==> src/source/cpu_config.svh <==
`ifndef CPU_CONFIG_SVH
`define CPU_CONFIG_SVH

// Width of registers, ALU and memory data
`define CPU_DATA_WIDTH 8

// Shared by the ROM address and the data bus address
`define CPU_ADDR_WIDTH 8

// First instruction fetched after reset
`define CPU_RESET_PC 8'h00

// ROM address parked on while waiting for an interrupt
`define CPU_IDLE_PC 8'hF0

// Bus address driven when no memory access is in progress
`define CPU_IDLE_BUS_ADDR 8'hFF

// ROM locations holding the thread start addresses
`define CPU_VECTOR_A 8'hFF
`define CPU_VECTOR_B 8'hFE

`endif

==> src/source/cpuBusPkg.sv <==
`include "cpu_config.svh"

package cpuBusPkg;

    //////////////////////////////
    // External port types
    //////////////////////////////

    // Byte address for both ROM and data memory
    typedef logic [`CPU_ADDR_WIDTH-1:0] addrT;

    // One data byte on the bus or in a register
    typedef logic [`CPU_DATA_WIDTH-1:0] dataT;

    // Interrupt lines
    // Bit 0 is request A and wins over bit 1
    typedef logic [1:0] irqT;

endpackage

==> src/source/cpuIsaPkg.sv <==
package cpuIsaPkg;

    //////////////////////////////
    // Instruction set
    //////////////////////////////

    // Low nibble of an instruction byte
    typedef enum logic [3:0]
    {
        opReadA     = 4'h0,
        opReadB     = 4'h1,
        opWriteA    = 4'h2,
        opWriteB    = 4'h3,
        opMathsA    = 4'h4,
        opMathsB    = 4'h5,
        opBranch    = 4'h6,
        opGoto      = 4'h7,
        opGotoIdle  = 4'h8
    } opcodeT;

    // High nibble, only meaningful for maths and branch
    typedef enum logic [3:0]
    {
        aluAdd        = 4'h0,
        aluSub        = 4'h1,
        aluAnd        = 4'h2,
        aluOr         = 4'h3,
        aluXor        = 4'h4,
        aluShiftLeft  = 4'h5,
        aluShiftRight = 4'h6,
        aluInc        = 4'h7,
        aluDec        = 4'h8,
        aluEqual      = 4'h9,
        aluGreater    = 4'hA,
        aluLess       = 4'hB
    } aluOpT;

    typedef struct packed
    {
        aluOpT  aluOp;
        opcodeT opcode;
    } instrFieldsT;

    // Same ROM byte, seen as an instruction or as the operand after it
    typedef union packed
    {
        instrFieldsT     instr;
        cpuBusPkg::addrT operand;
    } romWordU;

    //////////////////////////////
    // Internal control
    //////////////////////////////

    typedef enum logic [2:0]
    {
        pcHold,
        pcStepOne,
        pcStepTwo,
        pcLoad,
        pcPeek,
        pcEnterIdle
    } pcCmdT;

    typedef enum logic
    {
        regSelA = 1'b0,
        regSelB = 1'b1
    } regSelT;

endpackage

==> src/source/alu.sv <==
`timescale 1ns/1ps

module alu
(
    input  logic             CLK,
    input  logic             RESET,
    input  cpuBusPkg::dataT  regA,
    input  cpuBusPkg::dataT  regB,
    input  cpuIsaPkg::aluOpT aluOp,
    output cpuBusPkg::dataT  aluResult
);

    // Step for increment and decrement
    localparam cpuBusPkg::dataT unitStep = 1;

    cpuBusPkg::dataT nextResult;

    // Operation select
    always_comb
    begin
        case (aluOp)
            cpuIsaPkg::aluAdd:        nextResult = regA + regB;
            cpuIsaPkg::aluSub:        nextResult = regA - regB;
            cpuIsaPkg::aluAnd:        nextResult = regA & regB;
            cpuIsaPkg::aluOr:         nextResult = regA | regB;
            cpuIsaPkg::aluXor:        nextResult = regA ^ regB;
            // Shifts only look at A
            cpuIsaPkg::aluShiftLeft:  nextResult = regA << 1;
            cpuIsaPkg::aluShiftRight: nextResult = regA >> 1;
            // Wraps at the byte boundary
            cpuIsaPkg::aluInc:        nextResult = regA + unitStep;
            cpuIsaPkg::aluDec:        nextResult = regA - unitStep;
            // Compares give 01 when true, 00 otherwise
            cpuIsaPkg::aluEqual:      nextResult = cpuBusPkg::dataT'(regA == regB);
            cpuIsaPkg::aluGreater:    nextResult = cpuBusPkg::dataT'(regA > regB);
            cpuIsaPkg::aluLess:       nextResult = cpuBusPkg::dataT'(regA < regB);
            default:                  nextResult = '0;
        endcase
    end

    // Result lands one edge after the operands
    always_ff @(posedge CLK)
    begin
        if (RESET)
        begin
            aluResult <= '0;
        end
        else
        begin
            aluResult <= nextResult;
        end
    end

endmodule

==> src/source/programCounter.sv <==
`timescale 1ns/1ps
`include "cpu_config.svh"

module programCounter
(
    input  logic             CLK,
    input  logic             RESET,
    input  cpuIsaPkg::pcCmdT pcCmd,
    input  cpuBusPkg::addrT  pcLoadValue,
    output cpuBusPkg::addrT  romAddress
);

    // Step sizes for one- and two-byte instructions
    localparam cpuBusPkg::addrT stepOne = 1;
    localparam cpuBusPkg::addrT stepTwo = 2;

    cpuBusPkg::addrT counter;
    // Points one byte past the instruction, at its operand
    logic            offset;

    always_ff @(posedge CLK)
    begin
        if (RESET)
        begin
            counter <= `CPU_RESET_PC;
            offset  <= 1'b0;
        end
        else
        begin
            // Offset lives for one cycle after a peek
            offset <= (pcCmd == cpuIsaPkg::pcPeek);

            case (pcCmd)
                cpuIsaPkg::pcStepOne:   counter <= counter + stepOne;
                cpuIsaPkg::pcStepTwo:   counter <= counter + stepTwo;
                cpuIsaPkg::pcLoad:      counter <= pcLoadValue;
                // Park on the idle location
                cpuIsaPkg::pcEnterIdle: counter <= `CPU_IDLE_PC;
                // Hold and peek keep the counter
                default:                counter <= counter;
            endcase
        end
    end

    // ROM sees the counter plus the operand offset
    assign romAddress = counter + cpuBusPkg::addrT'(offset);

endmodule

==> src/source/registerFile.sv <==
`timescale 1ns/1ps

module registerFile
(
    input  logic              CLK,
    input  logic              RESET,
    input  logic              selLoad,
    input  cpuIsaPkg::regSelT selValue,
    input  logic              regWrite,
    input  cpuBusPkg::dataT   regWriteData,
    output cpuBusPkg::dataT   regA,
    output cpuBusPkg::dataT   regB,
    output cpuBusPkg::dataT   selectedReg
);

    // Register targeted by the current instruction
    cpuIsaPkg::regSelT regSel;
    cpuIsaPkg::regSelT writeTarget;

    // A select arriving together with the write applies at once
    assign writeTarget = selLoad ? selValue : regSel;

    always_ff @(posedge CLK)
    begin
        if (RESET)
        begin
            regSel <= cpuIsaPkg::regSelA;
            regA   <= '0;
            regB   <= '0;
        end
        else
        begin
            if (selLoad)
                regSel <= selValue;
            if (regWrite && writeTarget == cpuIsaPkg::regSelA)
                regA <= regWriteData;
            if (regWrite && writeTarget == cpuIsaPkg::regSelB)
                regB <= regWriteData;
        end
    end

    // Source for memory writes
    assign selectedReg = (regSel == cpuIsaPkg::regSelB) ? regB : regA;

endmodule

==> src/source/sequencer.sv <==
`timescale 1ns/1ps
`include "cpu_config.svh"

module sequencer
(
    input  logic               CLK,
    input  logic               RESET,
    input  cpuIsaPkg::romWordU romData,
    input  cpuBusPkg::dataT    aluResult,
    input  cpuBusPkg::dataT    selectedReg,
    input  cpuBusPkg::dataT    busDataIn,
    input  cpuBusPkg::irqT     interruptRaise,
    output cpuIsaPkg::pcCmdT   pcCmd,
    output cpuBusPkg::addrT    pcLoadValue,
    output logic               selLoad,
    output cpuIsaPkg::regSelT  selValue,
    output logic               regWrite,
    output cpuBusPkg::dataT    regWriteData,
    output cpuBusPkg::addrT    busAddr,
    output cpuBusPkg::dataT    busDataOut,
    output logic               busWrite,
    output cpuBusPkg::irqT     interruptAck
);

    // Value of a true ALU compare
    localparam cpuBusPkg::dataT compareTrue = 1;

    // One chain of states per instruction
    typedef enum logic [4:0]
    {
        sDecode,
        sReadToA,
        sReadToB,
        sReadAddr,
        sReadWait,
        sReadStore,
        sWriteFromA,
        sWriteFromB,
        sWriteOut,
        sMathsSaveA,
        sMathsSaveB,
        sBranch,
        sBranchDecide,
        sGoto,
        sGotoLoad,
        sGotoIdle,
        sIdle,
        sThreadWait,
        sThreadLoad,
        sSettle
    } stateT;

    stateT           state;
    stateT           nextState;
    cpuBusPkg::addrT nextBusAddr;
    logic            nextBusWrite;
    cpuBusPkg::irqT  nextAck;

    //////////////////////////////
    // Next state and control
    //////////////////////////////
    always_comb
    begin
        nextState    = state;
        pcCmd        = cpuIsaPkg::pcHold;
        pcLoadValue  = romData.operand;
        selLoad      = 1'b0;
        selValue     = cpuIsaPkg::regSelA;
        regWrite     = 1'b0;
        // Bus parks between accesses
        nextBusAddr  = `CPU_IDLE_BUS_ADDR;
        nextBusWrite = 1'b0;
        nextAck      = '0;

        case (state)
            sDecode:
            begin
                // Expose the operand byte for the following cycles
                pcCmd = cpuIsaPkg::pcPeek;
                case (romData.instr.opcode)
                    cpuIsaPkg::opReadA:    nextState = sReadToA;
                    cpuIsaPkg::opReadB:    nextState = sReadToB;
                    cpuIsaPkg::opWriteA:   nextState = sWriteFromA;
                    cpuIsaPkg::opWriteB:   nextState = sWriteFromB;
                    cpuIsaPkg::opMathsA:   nextState = sMathsSaveA;
                    cpuIsaPkg::opMathsB:   nextState = sMathsSaveB;
                    cpuIsaPkg::opBranch:   nextState = sBranch;
                    cpuIsaPkg::opGoto:     nextState = sGoto;
                    cpuIsaPkg::opGotoIdle: nextState = sGotoIdle;
                    default:
                    begin
                        // Unknown code acts as a one-byte no-op
                        pcCmd     = cpuIsaPkg::pcStepOne;
                        nextState = sSettle;
                    end
                endcase
            end

            // Memory read, operand still on its way from ROM
            sReadToA:
            begin
                selLoad   = 1'b1;
                selValue  = cpuIsaPkg::regSelA;
                nextState = sReadAddr;
            end
            sReadToB:
            begin
                selLoad   = 1'b1;
                selValue  = cpuIsaPkg::regSelB;
                nextState = sReadAddr;
            end
            sReadAddr:
            begin
                nextBusAddr = romData.operand;
                nextState   = sReadWait;
            end
            // Memory is looking up the data
            sReadWait:
            begin
                pcCmd     = cpuIsaPkg::pcStepTwo;
                nextState = sReadStore;
            end
            sReadStore:
            begin
                regWrite  = 1'b1;
                nextState = sDecode;
            end

            // Memory write, step the PC early so the next fetch is ready
            sWriteFromA:
            begin
                selLoad   = 1'b1;
                selValue  = cpuIsaPkg::regSelA;
                pcCmd     = cpuIsaPkg::pcStepTwo;
                nextState = sWriteOut;
            end
            sWriteFromB:
            begin
                selLoad   = 1'b1;
                selValue  = cpuIsaPkg::regSelB;
                pcCmd     = cpuIsaPkg::pcStepTwo;
                nextState = sWriteOut;
            end
            sWriteOut:
            begin
                nextBusAddr  = romData.operand;
                nextBusWrite = 1'b1;
                nextState    = sDecode;
            end

            // ALU result from the decode cycle is ready here
            sMathsSaveA:
            begin
                selLoad   = 1'b1;
                selValue  = cpuIsaPkg::regSelA;
                regWrite  = 1'b1;
                pcCmd     = cpuIsaPkg::pcStepOne;
                nextState = sSettle;
            end
            sMathsSaveB:
            begin
                selLoad   = 1'b1;
                selValue  = cpuIsaPkg::regSelB;
                regWrite  = 1'b1;
                pcCmd     = cpuIsaPkg::pcStepOne;
                nextState = sSettle;
            end

            sBranch:
                nextState = sBranchDecide;
            // Target on the ROM port, compare on the ALU output
            sBranchDecide:
            begin
                if (aluResult == compareTrue)
                    pcCmd = cpuIsaPkg::pcLoad;
                else
                    pcCmd = cpuIsaPkg::pcStepTwo;
                nextState = sSettle;
            end

            sGoto:
                nextState = sGotoLoad;
            sGotoLoad:
            begin
                pcCmd     = cpuIsaPkg::pcLoad;
                nextState = sSettle;
            end

            sGotoIdle:
            begin
                pcCmd     = cpuIsaPkg::pcEnterIdle;
                nextState = sIdle;
            end

            // Wait for work, A has priority
            sIdle:
            begin
                if (interruptRaise[0])
                begin
                    pcCmd       = cpuIsaPkg::pcLoad;
                    pcLoadValue = `CPU_VECTOR_A;
                    nextAck     = 2'b01;
                    nextState   = sThreadWait;
                end
                else if (interruptRaise[1])
                begin
                    pcCmd       = cpuIsaPkg::pcLoad;
                    pcLoadValue = `CPU_VECTOR_B;
                    nextAck     = 2'b10;
                    nextState   = sThreadWait;
                end
                else
                begin
                    pcCmd = cpuIsaPkg::pcEnterIdle;
                end
            end
            // Vector byte being read from ROM
            sThreadWait:
                nextState = sThreadLoad;
            sThreadLoad:
            begin
                pcCmd     = cpuIsaPkg::pcLoad;
                nextState = sSettle;
            end

            // New ROM address needs a cycle before decode
            sSettle:
                nextState = sDecode;

            default:
                nextState = sDecode;
        endcase
    end

    // Memory data for reads, ALU result for maths
    assign regWriteData = (state == sReadStore) ? busDataIn : aluResult;

    //////////////////////////////
    // State and bus registers
    //////////////////////////////
    always_ff @(posedge CLK)
    begin
        if (RESET)
        begin
            state        <= sDecode;
            busAddr      <= `CPU_IDLE_BUS_ADDR;
            busWrite     <= 1'b0;
            interruptAck <= '0;
        end
        else
        begin
            state        <= nextState;
            busAddr      <= nextBusAddr;
            busWrite     <= nextBusWrite;
            interruptAck <= nextAck;
        end
    end

    // Write data only matters while busWrite is high
    always_ff @(posedge CLK)
    begin
        if (state == sWriteOut)
            busDataOut <= selectedReg;
    end

endmodule

==> src/source/processor.sv <==
`timescale 1ns/1ps

module processor
(
    input  logic            CLK,
    input  logic            RESET,
    output cpuBusPkg::addrT romAddress,
    input  cpuBusPkg::dataT romData,
    output cpuBusPkg::addrT busAddr,
    input  cpuBusPkg::dataT busDataIn,
    output cpuBusPkg::dataT busDataOut,
    output logic            busWrite,
    input  cpuBusPkg::irqT  interruptRaise,
    output cpuBusPkg::irqT  interruptAck
);

    // ROM byte, decoded as instruction or operand
    cpuIsaPkg::romWordU romWord;

    // Datapath
    cpuBusPkg::dataT    aluResult;
    cpuBusPkg::dataT    regA;
    cpuBusPkg::dataT    regB;
    cpuBusPkg::dataT    selectedReg;
    cpuBusPkg::dataT    regWriteData;

    // Control from the sequencer
    cpuIsaPkg::pcCmdT   pcCmd;
    cpuBusPkg::addrT    pcLoadValue;
    logic               selLoad;
    cpuIsaPkg::regSelT  selValue;
    logic               regWrite;

    assign romWord = cpuIsaPkg::romWordU'(romData);

    sequencer seq
    (
        .CLK            (CLK),
        .RESET          (RESET),
        .romData        (romWord),
        .aluResult      (aluResult),
        .selectedReg    (selectedReg),
        .busDataIn      (busDataIn),
        .interruptRaise (interruptRaise),
        .pcCmd          (pcCmd),
        .pcLoadValue    (pcLoadValue),
        .selLoad        (selLoad),
        .selValue       (selValue),
        .regWrite       (regWrite),
        .regWriteData   (regWriteData),
        .busAddr        (busAddr),
        .busDataOut     (busDataOut),
        .busWrite       (busWrite),
        .interruptAck   (interruptAck)
    );

    // Operation comes straight from the high nibble of the ROM byte
    alu aluInst
    (
        .CLK       (CLK),
        .RESET     (RESET),
        .regA      (regA),
        .regB      (regB),
        .aluOp     (romWord.instr.aluOp),
        .aluResult (aluResult)
    );

    programCounter pcInst
    (
        .CLK         (CLK),
        .RESET       (RESET),
        .pcCmd       (pcCmd),
        .pcLoadValue (pcLoadValue),
        .romAddress  (romAddress)
    );

    registerFile regs
    (
        .CLK          (CLK),
        .RESET        (RESET),
        .selLoad      (selLoad),
        .selValue     (selValue),
        .regWrite     (regWrite),
        .regWriteData (regWriteData),
        .regA         (regA),
        .regB         (regB),
        .selectedReg  (selectedReg)
    );

endmodule

==> config.mk <==
export PLATFORM = sky130hd
export DESIGN_NAME = processor
export DESIGN_NICKNAME = d
export VERILOG_FILES = /design/src/source/cpuBusPkg.sv /design/src/source/cpuIsaPkg.sv /design/src/source/alu.sv /design/src/source/programCounter.sv /design/src/source/registerFile.sv /design/src/source/sequencer.sv /design/src/source/processor.sv
export VERILOG_INCLUDE_DIRS = /design/src /design/src/source
export SDC_FILE = /design/constraint.sdc
export NUM_CORES = 1
export LEC_CHECK = 0
export BUFFER_PORTS_ARGS = -buffer_cell sky130_fd_sc_hd__buf_2
export CORE_MARGIN = 2
export CORE_UTILIZATION = 30
export DETAILED_ROUTE_END_ITERATION = 8
export GPL_ROUTABILITY_DRIVEN = 1
export PLACE_DENSITY = 0.58
export SLEW_MARGIN = 20
export SYNTH_ARGS = -nofsm -noshare
export SYNTH_HDL_FRONTEND = slang
export SYNTH_SLANG_ARGS = --single-unit
==> constraint.sdc <==
create_clock -name CLK -period 2.9 [get_ports CLK]
set_input_delay 0 -clock CLK [delete_from_list [all_inputs] [get_ports CLK]]
set_output_delay 0 -clock CLK [all_outputs]
set_load 0.02 [all_outputs]
==> out/results.ini <==
[sta]
rsz0062_at_grt = no
relSlewSlack = 0.3151
worstMarginPinSlew_ns = 1.022
fin_tns_setup_ns = 0
timing.fmax_mhz = 381.5
setup_ws_ns = 0.2791
min_period_ns = 2.621
drv_slew = 0
timing.final.hold_violations = 0
finalSetupViolCount = 0
finalCritPeriodShare = 0.9038
worst_clock_skew_ns = 0.008018
timing.hold.ws_ns = 0.02483

[worst_hold_path]
min_path_type = in2reg

[logic_synthesis]
synth_top_area_frac = 0.2188
ys.warnings.count = 0
synth_largest_area_cell = dfxtp_1
synthesis.nets = 627
synth_seq_area_share = 0.2713
yosysMostFrequentCell = nor2_1
synth_ff_type = dfxtp_1
syn_inst = 569
synth_area_per_cell_sq_um = 8.042
synth.top_cells.by_count = nor2_1, dfxtp_1, o21ai_0
syn-cell-area_sq_um = 4576
synth_edf_count = 8
async_flop_share = 0
ys_seq_elements = 58
synth_area_leaders = dfxtp_1, ha_1, edfxtp_1
ys_types = 71

[grt]
grt_pass1_vias = 4308
grt_use_total = 0.1753
grt_overflow = 0
use_met3 = 0.02764
grtUsageMet2 = 0.2790
top_usage_layer = met2
use_met1 = 0.2387
antenna_found_initial = 0
grt_pass1_wl_um = 22740
grt_max_degree = 36

[critical_path]
cp_slowest_stage_delay_ns = 0.44
crit_slowest_cell = or4_1
reg2reg_setup_slack_ns = 0.28
worst-path-max-fanout = 3
critPathLaunchType = register
critical_path.top_delay_family = compound AO/OA/AOI/OAI gates
worst_setup_path_end_kind = register
crit_chain = inv_1 -> ha_1 -> o21ai_1 -> ha_1 -> nor2b_1 -> o21ai_0 -> a21oi_1 -> or4_1 -> a211o_1 -> o21ai_0
critPathRequiredTime_ns = 3.16
path_class = reg2reg
cp_num_buf_inv = 1
arrival_ns = 2.88

[final_layout]
drive_gt1_frac = 0.1853
fillCellCount = 1552
insertedDiodeCount = 0
nets = 679
syn2layout_area_growth_pct = 18.51
stdcell_count = 814

[drt]
drcViolationCount = 0
dr.pass1.iters = 6
first_iter_violations = 492
wire_per_inst_um = 17.31
ant_nets = 0
vias = 4546
wirelength_um = 14090
vias_per_cell = 5.585

[pwr]
power_density_nw_per_um2 = 836.2
ir_drop_v = 0.0003265
p_leak_nw = 2.079

[place]
gp_congestion = 0.9631
io_buffers = 46
place_ws_ns = 0.2543
hpwl_um = 10680
dp_cells = 793

[floorplan]
core_area_sq_um = 15030
dieArea_sq_um = 16260
start_util = 0.3044
die_y_um = 127.5
rows = 45
io_pins = 47
die_w_um = 127.5

[cts]
cts_tree = built
cts_made_buffers = 9
clk_pin_slew_worst_paths_ns = 0.06
root_buffer = clkbuf_16
htreeDepth = 3
cts_buffer_depth = 2
insertion_delay_ns = 0.33
clock_sinks = 58

[run_status]
status = finished, final reports clean

[run]
maxCapViolCount = 0

==> flip-flops by register name, indices dropped and copies added (netlist names) <==
signal and cells:
aluInst.aluResult 8, pcInst.counter 8, pcInst.offset 1, regs.regA 8, regs.regB 8, regs.regSel 1
seq.busAddr 8, seq.busDataOut 8, seq.busWrite 1, seq.interruptAck 2, seq.state 5
==> power by group <==
group	switching (mW)	total [mW]	internal (mW)
Clock	0.418	1.00	0.583
Sequential	0.258	1.23	0.974
Combinational	1.35	2.30	0.950
==> kinds of logic (layout without fill, tap and decap cells) <==
logic type      Yosys count  count (layout)  synth area share
buf+inv                  67             124           0.06152
flops                    58              58            0.2713
fa+ha+maj                38              38            0.1072
compound gates          158             158            0.2316
mux                      15              15           0.03281
simple gates            209             209            0.2497
xor+xnor                 24              24           0.04594
==> routing by layer <==
metal | vias up | wire length, um
met4 | 0 | 346
li1 | 2191 | -
met2 | 188 | 6481
met5 | - | 0
met3 | 26 | 924
met1 | 2141 | 6337
==> path summary, 6_finish.rpt <==
path,startpoint,to,cells after the start
worst max-delay path,regs.regB[0],aluInst.aluResult[7],10
worst min-delay path,romData[5],seq.busAddr[5],2
worst max register to register,regs.regB[0],aluInst.aluResult[7],10
worst min register to register,regs.regA[0],regs.regA[0],2
==> final cells by class <==
class                      count  area [sq um]  area share
multi-input combinational    444          3067      0.5655
sequential                    58          1241      0.2289
timing repair buffer          79         490.5     0.09045
tap                          188         235.2     0.04338
clock buffer                   9         225.2     0.04153
inverter                      29         108.9     0.02007
clock inverter                 7         55.05     0.01015
==> through the flow <==
stage | util | total power, mW | instance area (sq um)
2_1_floorplan | - | 2.911 | 4576
3_5_place_dp | 0.3384 | 3.504 | 5087
5_1_grt | 0.3607 | 4.865 | 5423
4_1_cts | 0.3604 | 4.524 | 5418
6_report | 0.3607 | 4.535 | 5423
3_3_place_gp | 0.3384 | 3.477 | 5087
==> placed cells by master, fill, tap and decap left out, types with 27 or more instances in the layout <==
cell	synthesis	final
nand2_1	38	38
buf_4	1	28
ha_1	36	36
a21oi_1	27	27
nor2_1	51	51
o21ai_0	39	38
inv_1	29	29
buf_2	9	46
dfxtp_1	50	50
==> repair_timing <==
item                                    4_1_cts  5_1_grt
buffers inserted                              0        0
hold buffers                                  5        0
resized for setup                             0        2
endpoints found under the setup margin        0        1
endpoints found under the hold margin         5        0
(Power assumes the default switching activity.)
